## src/hw/dga_defs.svh

```systemverilog
// Macros for panel FIFO size, IDB bus widths and IDB source codes
`ifndef DGA_DEFS_SVH
`define DGA_DEFS_SVH

// ***********************************************
// Panel FIFO geometry
// ***********************************************
`define DGA_FIFO_DEPTH 13     // Entries in the panel FIFO
`define DGA_FIFO_AW    4      // Pointer bits for 13 slots

// ***********************************************
// Bus widths
// ***********************************************
`define DGA_IDB_W      8      // Internal data bus byte
`define DGA_SRC_W      5      // Microcode IDB source field

// ***********************************************
// IDB source codes
// ***********************************************
// Octal values as in the microcode listing
`define DGA_SRC_EPEA   5'd10  // Parity error address, 12 octal
`define DGA_SRC_EPES   5'd11  // Parity error status, 13 octal
`define DGA_SRC_EIOR   5'd14  // IO register (UART etc), 16 octal
`define DGA_SRC_EPANS0 5'd16  // Panel status low, 20 octal
`define DGA_SRC_EPANS1 5'd17  // Panel status high, 21 octal
`define DGA_SRC_ECSR   5'd20  // Cache status register, 24 octal
`define DGA_SRC_TRAALD 5'd22  // ALD and print status, 26 octal
`define DGA_SRC_EPAN   5'd23  // Panel interrupt vector, 27 octal
`define DGA_SRC_RINR   5'd29  // Installation number, 35 octal
`define DGA_SRC_RUART  5'd31  // UART read, 37 octal

// Codes 0-4, 6, 8, 9, 12, 21 and 30 all map to EDO
// and are listed directly in the decoder

// Codes not named here and not in the EDO group
// leave every enable inactive

`endif

```

## src/hw/dga_pkg.sv

```systemverilog
// Package with IDB byte, source enable and panel FIFO status types
`default_nettype none

`include "dga_defs.svh"

package dga_pkg;

  // ***********************************************
  // Bus payload
  // ***********************************************
  typedef logic [`DGA_IDB_W-1:0] idb_byte_t;  // One IDB byte

  // ***********************************************
  // IDB source enables
  // ***********************************************
  // All active low, at most one low per cycle
  typedef struct packed {
    logic edo_n;     // Data out group
    logic eior_n;    // IO register
    logic epan_n;    // Panel interrupt vector
    logic epans_n;   // Panel status, either half
    logic epea_n;    // Parity error address
    logic epes_n;    // Parity error status
    logic ecsr_n;    // Cache status register
    logic rinr_n;    // Installation number
    logic ruart_n;   // UART read
    logic traald_n;  // ALD descriptor
  } idb_enables_t;

  // ***********************************************
  // Panel FIFO flags
  // ***********************************************
  typedef struct packed {
    logic emp_n;  // Low when nothing stored
    logic ful_n;  // Low with all 13 slots used
  } fifo_status_t;

  // Idle value of the enable bundle
  localparam idb_enables_t IDB_EN_IDLE = '1;

  // Flags of a freshly cleared FIFO
  localparam fifo_status_t FIFO_ST_CLEAR = '{emp_n: 1'b0, ful_n: 1'b1};

endpackage

`default_nettype wire

```

## src/hw/decode_dga.sv

```systemverilog
// Decode gate array panel path top, vector merge, address gating, decoder and FIFO
`default_nettype none

`include "dga_defs.svh"

module decode_dga import dga_pkg::*; (
  input  logic                  xclk,
  input  logic                  rst_n,
  input  logic                  clear,       // Master clear for the FIFO
  input  logic                  lcs_n,       // Load control store
  input  logic [`DGA_SRC_W-1:0] src_code,    // IDB source field
  input  logic                  ld_panc,     // Panel FIFO load strobe
  input  logic                  rmm_n,       // Panel reads FIFO, active low
  input  idb_byte_t             idb_in,      // IDB from the CPU
  input  logic [2:0]            pan_vector,  // Panel interrupt vector
  output logic [3:0]            idb_out,     // Low nibble back to the IDB
  output idb_byte_t             xa,          // Panel address bus
  output logic                  xepn,        // Vector on the bus, active low
  output idb_enables_t          en,
  output fifo_status_t          status
);

  logic [3:0] pan_nibble;
  idb_byte_t  fifo_din;
  idb_byte_t  fifo_head;
  logic       fifo_rd;

  // ***********************************************
  // Source decode
  // ***********************************************
  idb_source_decode u_idbs (
    .xclk     (xclk),
    .rst_n    (rst_n),
    .lcs_n    (lcs_n),
    .src_code (src_code),
    .en       (en)
  );

  // ***********************************************
  // Panel vector merge
  // ***********************************************
  // Bit 3 of the vector is always driven low
  assign pan_nibble = {1'b0, pan_vector};

  // High nibble passes, low nibble swapped while EPAN selected
  assign fifo_din = {idb_in[`DGA_IDB_W-1:4], en.epan_n ? idb_in[3:0] : pan_nibble};

  assign idb_out = en.epan_n ? idb_in[3:0] : pan_nibble;  // Echo unless vector
  assign xepn    = en.epan_n;                             // Tells the bus who drives

  // ***********************************************
  // Panel FIFO
  // ***********************************************
  assign fifo_rd = !rmm_n;  // Level read, one pop per cycle

  panel_fifo u_pfifo (
    .xclk   (xclk),
    .rst_n  (rst_n),
    .clear  (clear),
    .wr     (ld_panc),
    .rd     (fifo_rd),
    .din    (fifo_din),
    .dout   (fifo_head),
    .status (status)
  );

  // Address bus only driven while the panel reads
  assign xa = rmm_n ? '0 : fifo_head;

endmodule

`default_nettype wire

```

## src/hw/idb_source_decode.sv

```systemverilog
// IDB source decoder, registered active-low enables from the microcode source field
`default_nettype none

`include "dga_defs.svh"

module idb_source_decode import dga_pkg::*; (
  input  logic                  xclk,
  input  logic                  rst_n,
  input  logic                  lcs_n,     // Low during control store load
  input  logic [`DGA_SRC_W-1:0] src_code,  // Microcode IDB source
  output idb_enables_t          en         // Registered, active low
);

  idb_enables_t en_next;

  // ***********************************************
  // Source decode
  // ***********************************************
  always_comb begin
    en_next = IDB_EN_IDLE;  // Nothing drives the bus by default

    // Control store load blocks every source
    if (lcs_n) begin
      case (src_code)
        // Sources outside the gate array share EDO
        5'd0, 5'd1, 5'd2, 5'd3, 5'd4,
        5'd6, 5'd8, 5'd9, 5'd12,
        5'd21, 5'd30: begin
          en_next.edo_n = 1'b0;
        end

        `DGA_SRC_EIOR:   en_next.eior_n   = 1'b0;  // UART and IO register
        `DGA_SRC_EPEA:   en_next.epea_n   = 1'b0;  // Parity error address
        `DGA_SRC_EPES:   en_next.epes_n   = 1'b0;  // Parity error status
        `DGA_SRC_ECSR:   en_next.ecsr_n   = 1'b0;  // Cache status
        `DGA_SRC_TRAALD: en_next.traald_n = 1'b0;  // TRA ALD
        `DGA_SRC_EPAN:   en_next.epan_n   = 1'b0;  // Panel vector
        `DGA_SRC_RINR:   en_next.rinr_n   = 1'b0;  // Installation number
        `DGA_SRC_RUART:  en_next.ruart_n  = 1'b0;  // UART data

        // Both panel status halves share one enable
        `DGA_SRC_EPANS0,
        `DGA_SRC_EPANS1: begin
          en_next.epans_n = 1'b0;
        end

        default: en_next = IDB_EN_IDLE;  // Unassigned code
      endcase
    end
  end

  // ***********************************************
  // Enable register
  // ***********************************************
  // Enables appear one cycle after the code
  always_ff @(posedge xclk) begin
    if (!rst_n) begin
      en <= IDB_EN_IDLE;
    end else begin
      en <= en_next;
    end
  end

endmodule

`default_nettype wire

```

## src/hw/panel_fifo.sv

```systemverilog
// Panel FIFO, 13 deep byte buffer with first-word fall-through, flags and clear
`default_nettype none

`include "dga_defs.svh"

module panel_fifo import dga_pkg::*; (
  input  logic         xclk,
  input  logic         rst_n,
  input  logic         clear,   // Master clear, empties the buffer
  input  logic         wr,      // Load strobe
  input  logic         rd,      // Pop the head
  input  idb_byte_t    din,
  output idb_byte_t    dout,    // Head, valid while emp_n high
  output fifo_status_t status
);

  localparam int DEPTH  = `DGA_FIFO_DEPTH;
  localparam int AW     = `DGA_FIFO_AW;
  localparam int LAST_I = DEPTH - 1;

  localparam logic [AW-1:0] LAST     = LAST_I[AW-1:0];  // Wrap point
  localparam logic [AW:0]   FULL_CNT = DEPTH[AW:0];

  // ***********************************************
  // Storage and pointers
  // ***********************************************
  idb_byte_t     mem [DEPTH];  // No reset on payload
  logic [AW-1:0] wr_ptr;
  logic [AW-1:0] rd_ptr;
  logic [AW:0]   count;        // Occupancy 0..13

  logic empty;
  logic full;
  logic wr_ok;
  logic rd_ok;

  // Next slot, wraps after entry 12
  function automatic logic [AW-1:0] ptr_inc(input logic [AW-1:0] p);
    ptr_inc = (p == LAST) ? '0 : p + 1'b1;
  endfunction

  assign empty = (count == '0);
  assign full  = (count == FULL_CNT);

  // Read while empty is ignored
  assign rd_ok = rd && !empty;

  // Load while full is lost, unless the head leaves at the same edge
  assign wr_ok = wr && (!full || rd_ok);

  // ***********************************************
  // Data path
  // ***********************************************
  always_ff @(posedge xclk) begin
    if (wr_ok) begin
      mem[wr_ptr] <= din;  // Tail slot
    end
  end

  assign dout = mem[rd_ptr];  // Fall-through head

  // ***********************************************
  // Control
  // ***********************************************
  always_ff @(posedge xclk) begin
    if (!rst_n || clear) begin
      wr_ptr <= '0;
      rd_ptr <= '0;
      count  <= '0;
    end else begin
      if (wr_ok) begin
        wr_ptr <= ptr_inc(wr_ptr);
      end
      if (rd_ok) begin
        rd_ptr <= ptr_inc(rd_ptr);
      end
      case ({wr_ok, rd_ok})
        2'b10:   count <= count + 1'b1;  // Load only
        2'b01:   count <= count - 1'b1;  // Pop only
        default: count <= count;         // Both or neither
      endcase
    end
  end

  // Flags follow the count at the same edge
  assign status.emp_n = !empty;
  assign status.ful_n = !full;

endmodule

`default_nettype wire

```

## config.mk

```make
export PLATFORM = sky130hd
export DESIGN_NAME = decode_dga
export DESIGN_NICKNAME = d
export VERILOG_FILES = /design/src/hw/dga_pkg.sv /design/src/hw/decode_dga.sv /design/src/hw/idb_source_decode.sv /design/src/hw/panel_fifo.sv
export VERILOG_INCLUDE_DIRS = /design/src /design/src/hw
export SDC_FILE = /design/constraint.sdc
export NUM_CORES = 1
export LEC_CHECK = 0
export BUFFER_PORTS_ARGS = -buffer_cell sky130_fd_sc_hd__buf_4
export CORE_MARGIN = 4
export CORE_UTILIZATION = 59
export CTS_CLUSTER_DIAMETER = 40
export DETAILED_ROUTE_END_ITERATION = 12
export HOLD_SLACK_MARGIN = 0.03
export PLACE_DENSITY = 0.81
export SYNTH_ARGS = -nofsm -noshare
export SYNTH_HDL_FRONTEND = slang
export SYNTH_SLANG_ARGS = --single-unit
```

## constraint.sdc

```tcl
create_clock -name xclk -period 2.58 [get_ports xclk]
set_input_delay 0.516 -clock xclk [delete_from_list [all_inputs] [get_ports xclk]]
set_output_delay 0.516 -clock xclk [all_outputs]
set_load 0.005 [all_outputs]
```

Yosys cells after proc, flatten, opt, wreduce, memory -nomap -nowiden
Memory sizes are Yosys's and may differ from the RTL's. A register that Yosys moved wholly into a read port is not among the register bits.
Cells that the tools add are included.
- memories: 1
- latch bits: 0
- input port bits: 22
- word-level logic and storage cells: 76
- register bits: 23
- ROM bits: 0
- output and inout port bits: 25
- RAM bits: 104
- bitwise logic cells: 0
- add/sub/neg operators: 4
- muxes and demuxes: 19
- magnitude comparators: 0
- divide/modulo/power cells: 0
- reductions and logical operators: 14
- shift-type cells: 0
- eq/ne operators: 25
- multipliers: 0
- memories (memory ; words ; bits a word ; read ports ; clocked after Yosys merged registers in ; wr ports ; line ; RTL):
    u_pfifo.mem ; 13 ; 8 ; 1 ; 1 ; 1 ; panel_fifo.sv:27 ; idb_byte_t mem [DEPTH];
- operators by type and width (operator ; number):
    $eq 5x5->1 const B ; 9
    $eq 5x4->1 const B ; 7
    $mux 4 ; 5
    $mux 1 ; 12
    $reduce_or 11->1 ; 1
    $eq 5x2->1 const B ; 2
    $eq 5x3->1 const B ; 2
    $logic_not 5->1 ; 2
    $pmux 5 s2 ; 1
    $add 4x1->4 const B ; 2
    $eq 4x4->1 const B ; 2
    $mux 8 ; 1
    $add 5x1->5 const B ; 1
    $eq 5x1->1 const B ; 1
    $sub 5x1->5 const B ; 1
    $logic_not 1->1 ; 4
    $eq 2x1->1 const B ; 1
    $eq 2x2->1 const B ; 1
    $logic_and 1x1->1 ; 2
    $logic_or 1x1->1 ; 2
    $reduce_and 2->1 ; 1
    $reduce_bool 2->1 ; 1
    $reduce_or 2->1 ; 1

Logic depth before layout (Yosys ltp)
- depth after elaboration: 7
- mapped depth: 10
- gate-level depth less buffers: 10

By module
From an unflattened synthesis, not the netlist that was laid out.
- cells, all modules: 332
- area, all modules: 5477.8 µm²
- by module, submodules not included (module ; sequential area each (µm²) ; area an instance (µm²) ; instances ; cells an instance):
    panel_fifo ; 3463.3 ; 5024.8 ; 1 ; 282
    idb_source_decode ; 200.2 ; 350.3 ; 1 ; 36
    decode_dga ; 0.0 ; 102.6 ; 1 ; 14

Least setup slack after synthesis
No wires, ideal clock.
- kind: reg-to-reg
- start point: register u_pfifo.count[3]
- end point: register u_pfifo.count[4]
- required time: 2.451 ns
- clock period less this slack: 2.199 ns
- path slack: 0.381 ns
- buffers on the path: 0
- stages on the path, launching flop included: 11
- library setup time: 0.129 ns
- arrival time: 2.070 ns
- cell sequence: dfxtp_1 -> nor3_2 -> a21oi_2 -> or2b_1 -> inv_1 -> ha_1 -> nor2b_1 -> o21a_1 -> nor4_1 -> o21ai_0 -> nor3b_2
- cells in the longest elaborated chain, start to end: 7
- elaborated cells on any way between the ends: 13
- classes of those cells: add/sub: 2; eq/ne: 3; mux: 1; reduce/logical: 7
- ends and longest elaborated chain (element ; line ; RTL):
    from (decl) ; panel_fifo.sv:30 ; logic [AW:0] count;
    from (signal assigned) ; panel_fifo.sv:78 ; 2'b10: count <= count + 1'b1;
    from (signal assigned) ; panel_fifo.sv:79 ; 2'b01: count <= count - 1'b1;
    from (signal assigned) ; panel_fifo.sv:80 ; default: count <= count;
    $logic_not 5->1 ; panel_fifo.sv:42 ; assign empty = (count == '0);
    $logic_not 1->1 ; panel_fifo.sv:46 ; assign rd_ok = rd && !empty;
    $logic_and 1x1->1 ; panel_fifo.sv:46 ;
    $logic_or 1x1->1 ; panel_fifo.sv:49 ; assign wr_ok = wr && (!full || rd_ok);
    $logic_and 1x1->1 ; panel_fifo.sv:49 ;
    $eq 2x1->1 or $eq 2x2->1 (tied branches) ; panel_fifo.sv:77 ; case ({wr_ok, rd_ok})
    $pmux 5 s2 or $reduce_bool 2->1 (tied branches) ; - ;
Parallel ways exist; a longest one is shown, timed or not.
A chain may end at the register's enable or synchronous reset.

==> results.sh <==
export IMPL_die_y_um=105
export IMPL_rows=35
export IMPL_drive_gt1_share_pct=28.9
export IMPL_finalMaxSlewViolations=0
export IMPL_avgRoutedWirePerCell_um=20.7
export IMPL_syn_cell_area_sq_um=5510
export IMPL_min_period_ps=2580
export IMPL_yosysTopAreaCell="edfxtp_1"
export IMPL_hold_violations=0
export IMPL_portBuffers=46
export IMPL_status="finished clean"
export IMPL_whs_path_depth=2
export IMPL_antenna_found_initial=0
export IMPL_hold_end="u_idbs.en[9]$_SDFF_PN1_"
export IMPL_drt_initial_drc_count=183
export IMPL_ant_nets=0
export IMPL_grt_max_degree=33
export IMPL_avgSynthCellArea_sq_um=14.8
export IMPL_clk_latency_ps=510
export IMPL_ys_seq_area_share_pct=66.5
export IMPL_root_buffer="clkbuf_8"
export IMPL_wl_mm=11.5
export IMPL_die_x_um=105
export IMPL_hold_buffers=0
export IMPL_place_ws_ps=52.1
export IMPL_worst_pin_slew_ps=585
export IMPL_drt_pre_antenna_iters=4
export IMPL_path_class="flip-flop to output pin"
export IMPL_via_count=3323
export IMPL_clock_path_buffers=2
export IMPL_cts_made_buffers=17
export IMPL_cp_arrival_ps=2060
export IMPL_clock_sinks=131
export IMPL_fin_ws_ps=2.02
export IMPL_layout_nets=462
export IMPL_die_area_sq_um=11000
export IMPL_pin_count=47
export IMPL_drv_cap=0
export IMPL_setup_worst_path_start_class="flip-flop"
export IMPL_path_clk_slew_ps=60
export IMPL_async_reset_ff_share_pct=0
export IMPL_grt_pass1_wl_mm=18.0
export IMPL_r2r_start="u_pfifo.count[3]$_SDFFE_PP0P_"
export IMPL_synth_top_area_share_pct=56.7
export IMPL_ys_ff_latch=131
export IMPL_finalCritPeriodShare_pct=99.9
export IMPL_slew_headroom_pct=61.0
export IMPL_vias_per_cell=6.00
export IMPL_route_detailed_drc=0
export IMPL_cts_tree="yes"
export IMPL_cp_required_ps=2060
export IMPL_p_leak_uw=0.00229
export IMPL_r2r_cells=10
export IMPL_grt_pass1_vias=3436
export IMPL_cp_max_fo=5
export IMPL_synth_edf_count=104
export IMPL_fp_coreArea_sq_um=9150
export IMPL_skew_ps=5.26
export IMPL_fmax_ghz=0.388
export IMPL_irDropWorstVdd_mv=0.524
export IMPL_min_path_type="input port to flip-flop"
export IMPL_grt_usage_pct=21.6
export IMPL_synth_flop_cell="edfxtp_1"
export IMPL_finalSetupViolCount=0
export IMPL_synth_most_common_cell="edfxtp_1"
export IMPL_min_from="lcs_n"
export IMPL_initial_core_util_pct=60.2
export IMPL_yosys_top_cells_count="104 x edfxtp_1, 34 x mux2i_1, 33 x nand2_1, 27 x dfxtp_1, 15 x nand3_1"
export IMPL_ys_types=53
export IMPL_syn_inst=373
export IMPL_grt_ovfl_total=0
export IMPL_syn_nets=405
export IMPL_dpl_hpwl_mm=6.67
export IMPL_synthTopCellsByArea="edfxtp_1 57%, dfxtp_1 9.8%, mux2i_1 6.2%, mux4_2 3.3%, nand2_1 2.2%"
export IMPL_r2r_end="u_pfifo.count[4]$_SDFFE_PP0P_"
export IMPL_cp_end_kind="output pin"
export IMPL_fin_setup_tns_ps=0
export IMPL_nFillCells=544
export IMPL_rsz0062_at_grt="true"
export IMPL_reg2reg_slack_ps=190
export IMPL_p_per_area_nw_per_um2=748
export IMPL_finalPower_uw=5070
export IMPL_h_tree_depth=4
export IMPL_antenna_cells=0
export IMPL_area_delta_synth_final_pct=22.8
export IMPL_gp_congestion=0.852
export IMPL_yosysWarnings=0
repair_timing:
action | in CTS | in global routing
hold endpoints to repair | 0 | 0
pin swaps | 1 | 11
resized for setup | 8 | 12
setup buffers | 1 | 0
endpoints found under the setup margin | 8 | 9
gates cloned | 2 | 2
stage by stage:
stage | util (%) | cells | cell area (sq um) | hold WS [ps]
detailed placement | 64.9 | 517 | 5940 | 523
CTS | 72.8 | 552 | 6670 | 190
global route | 74.0 | 554 | 6770 | 190
global placement | 64.9 | 517 | 5940 | 514
floorplan | - | 373 | 5510 | 480
finish | 74.0 | 554 | 6770 | 206
layout make-up:
cell class	count	area [sq um]	area share, %
clock inverter	14	211	3.12
clock buffer	18	418	6.17
timing repair buffer	55	517	7.63
tap	111	139	2.05
inverter	9	33.8	0.499
multi-input combinational	216	1780	26.3
sequential	131	3670	54.2
worst max-delay path: stages, from the launching register on:
cell and delay (ps):
dfxtp_4 430, buf_12 150, mux4_2 530, mux2i_4 190, o22ai_2 90, buf_4 170
sequential cells by signal, summed over array words and instances, names as in the netlist, named ones only:
name            count
u_pfifo.mem       104
u_idbs.en          10
u_pfifo.count       5
u_pfifo.rd_ptr      4
u_pfifo.wr_ptr      4
layer usage:
metal	track usage (%)	routed length [um]	up-vias
li1	-	-	1551
met1	26.4	4520	1654
met2	37.3	6110	99
met3	5.74	639	19
met4	7.12	191	0
met5	0	0	-
logic make-up after synthesis:
| logic type | after synthesis | synth area share [%] |
|---|---|---|
| flip-flops | 131 | 66.5 |
| AND/OR/NAND/NOR | 95 | 8.90 |
| AO/OA/AOI/OAI | 54 | 7.08 |
| multiplexers | 54 | 12.1 |
| buffers and inverters | 26 | 2.59 |
| adder cells (fa/ha/maj) | 10 | 2.41 |
| XOR/XNOR | 3 | 0.477 |
worst max-delay path by stage:
stage,startpoint,to,slack (ps)
2_1_floorplan,u_pfifo.count[3]$_SDFFE_PP0P_,u_pfifo.count[4]$_SDFFE_PP0P_,380
3_3_place_gp,rmm_n,u_pfifo.count[4]$_SDFFE_PP0P_,160
5_1_grt,flip-flop,xa[1],-90
4_1_cts,flip-flop,xa[7],-30
6_report,flip-flop,xa[7],2
3_5_place_dp,rmm_n,u_pfifo.count[4]$_SDFFE_PP0P_,50
cell usage in the layout, fill, tap and decap left out, drive strengths merged, types with 9 or more instances in the layout:
master / instances
inv: 9
a21oi: 12
nand3: 15
mux2i: 35
dfxtp: 27
and2: 13
ha: 9
clkbuf: 20
nor2: 13
nand2: 33
buf: 53
edfxtp: 104
mux2: 11
where the power goes:
group	internal (uW)	switching [uW]	total (uW)	leakage [uW]
combinational	106	123	229	0.000823
sequential	2300	11.2	2310	0.00116
clock	1660	867	2530	0.000306
(Power assumes the default switching activity.)
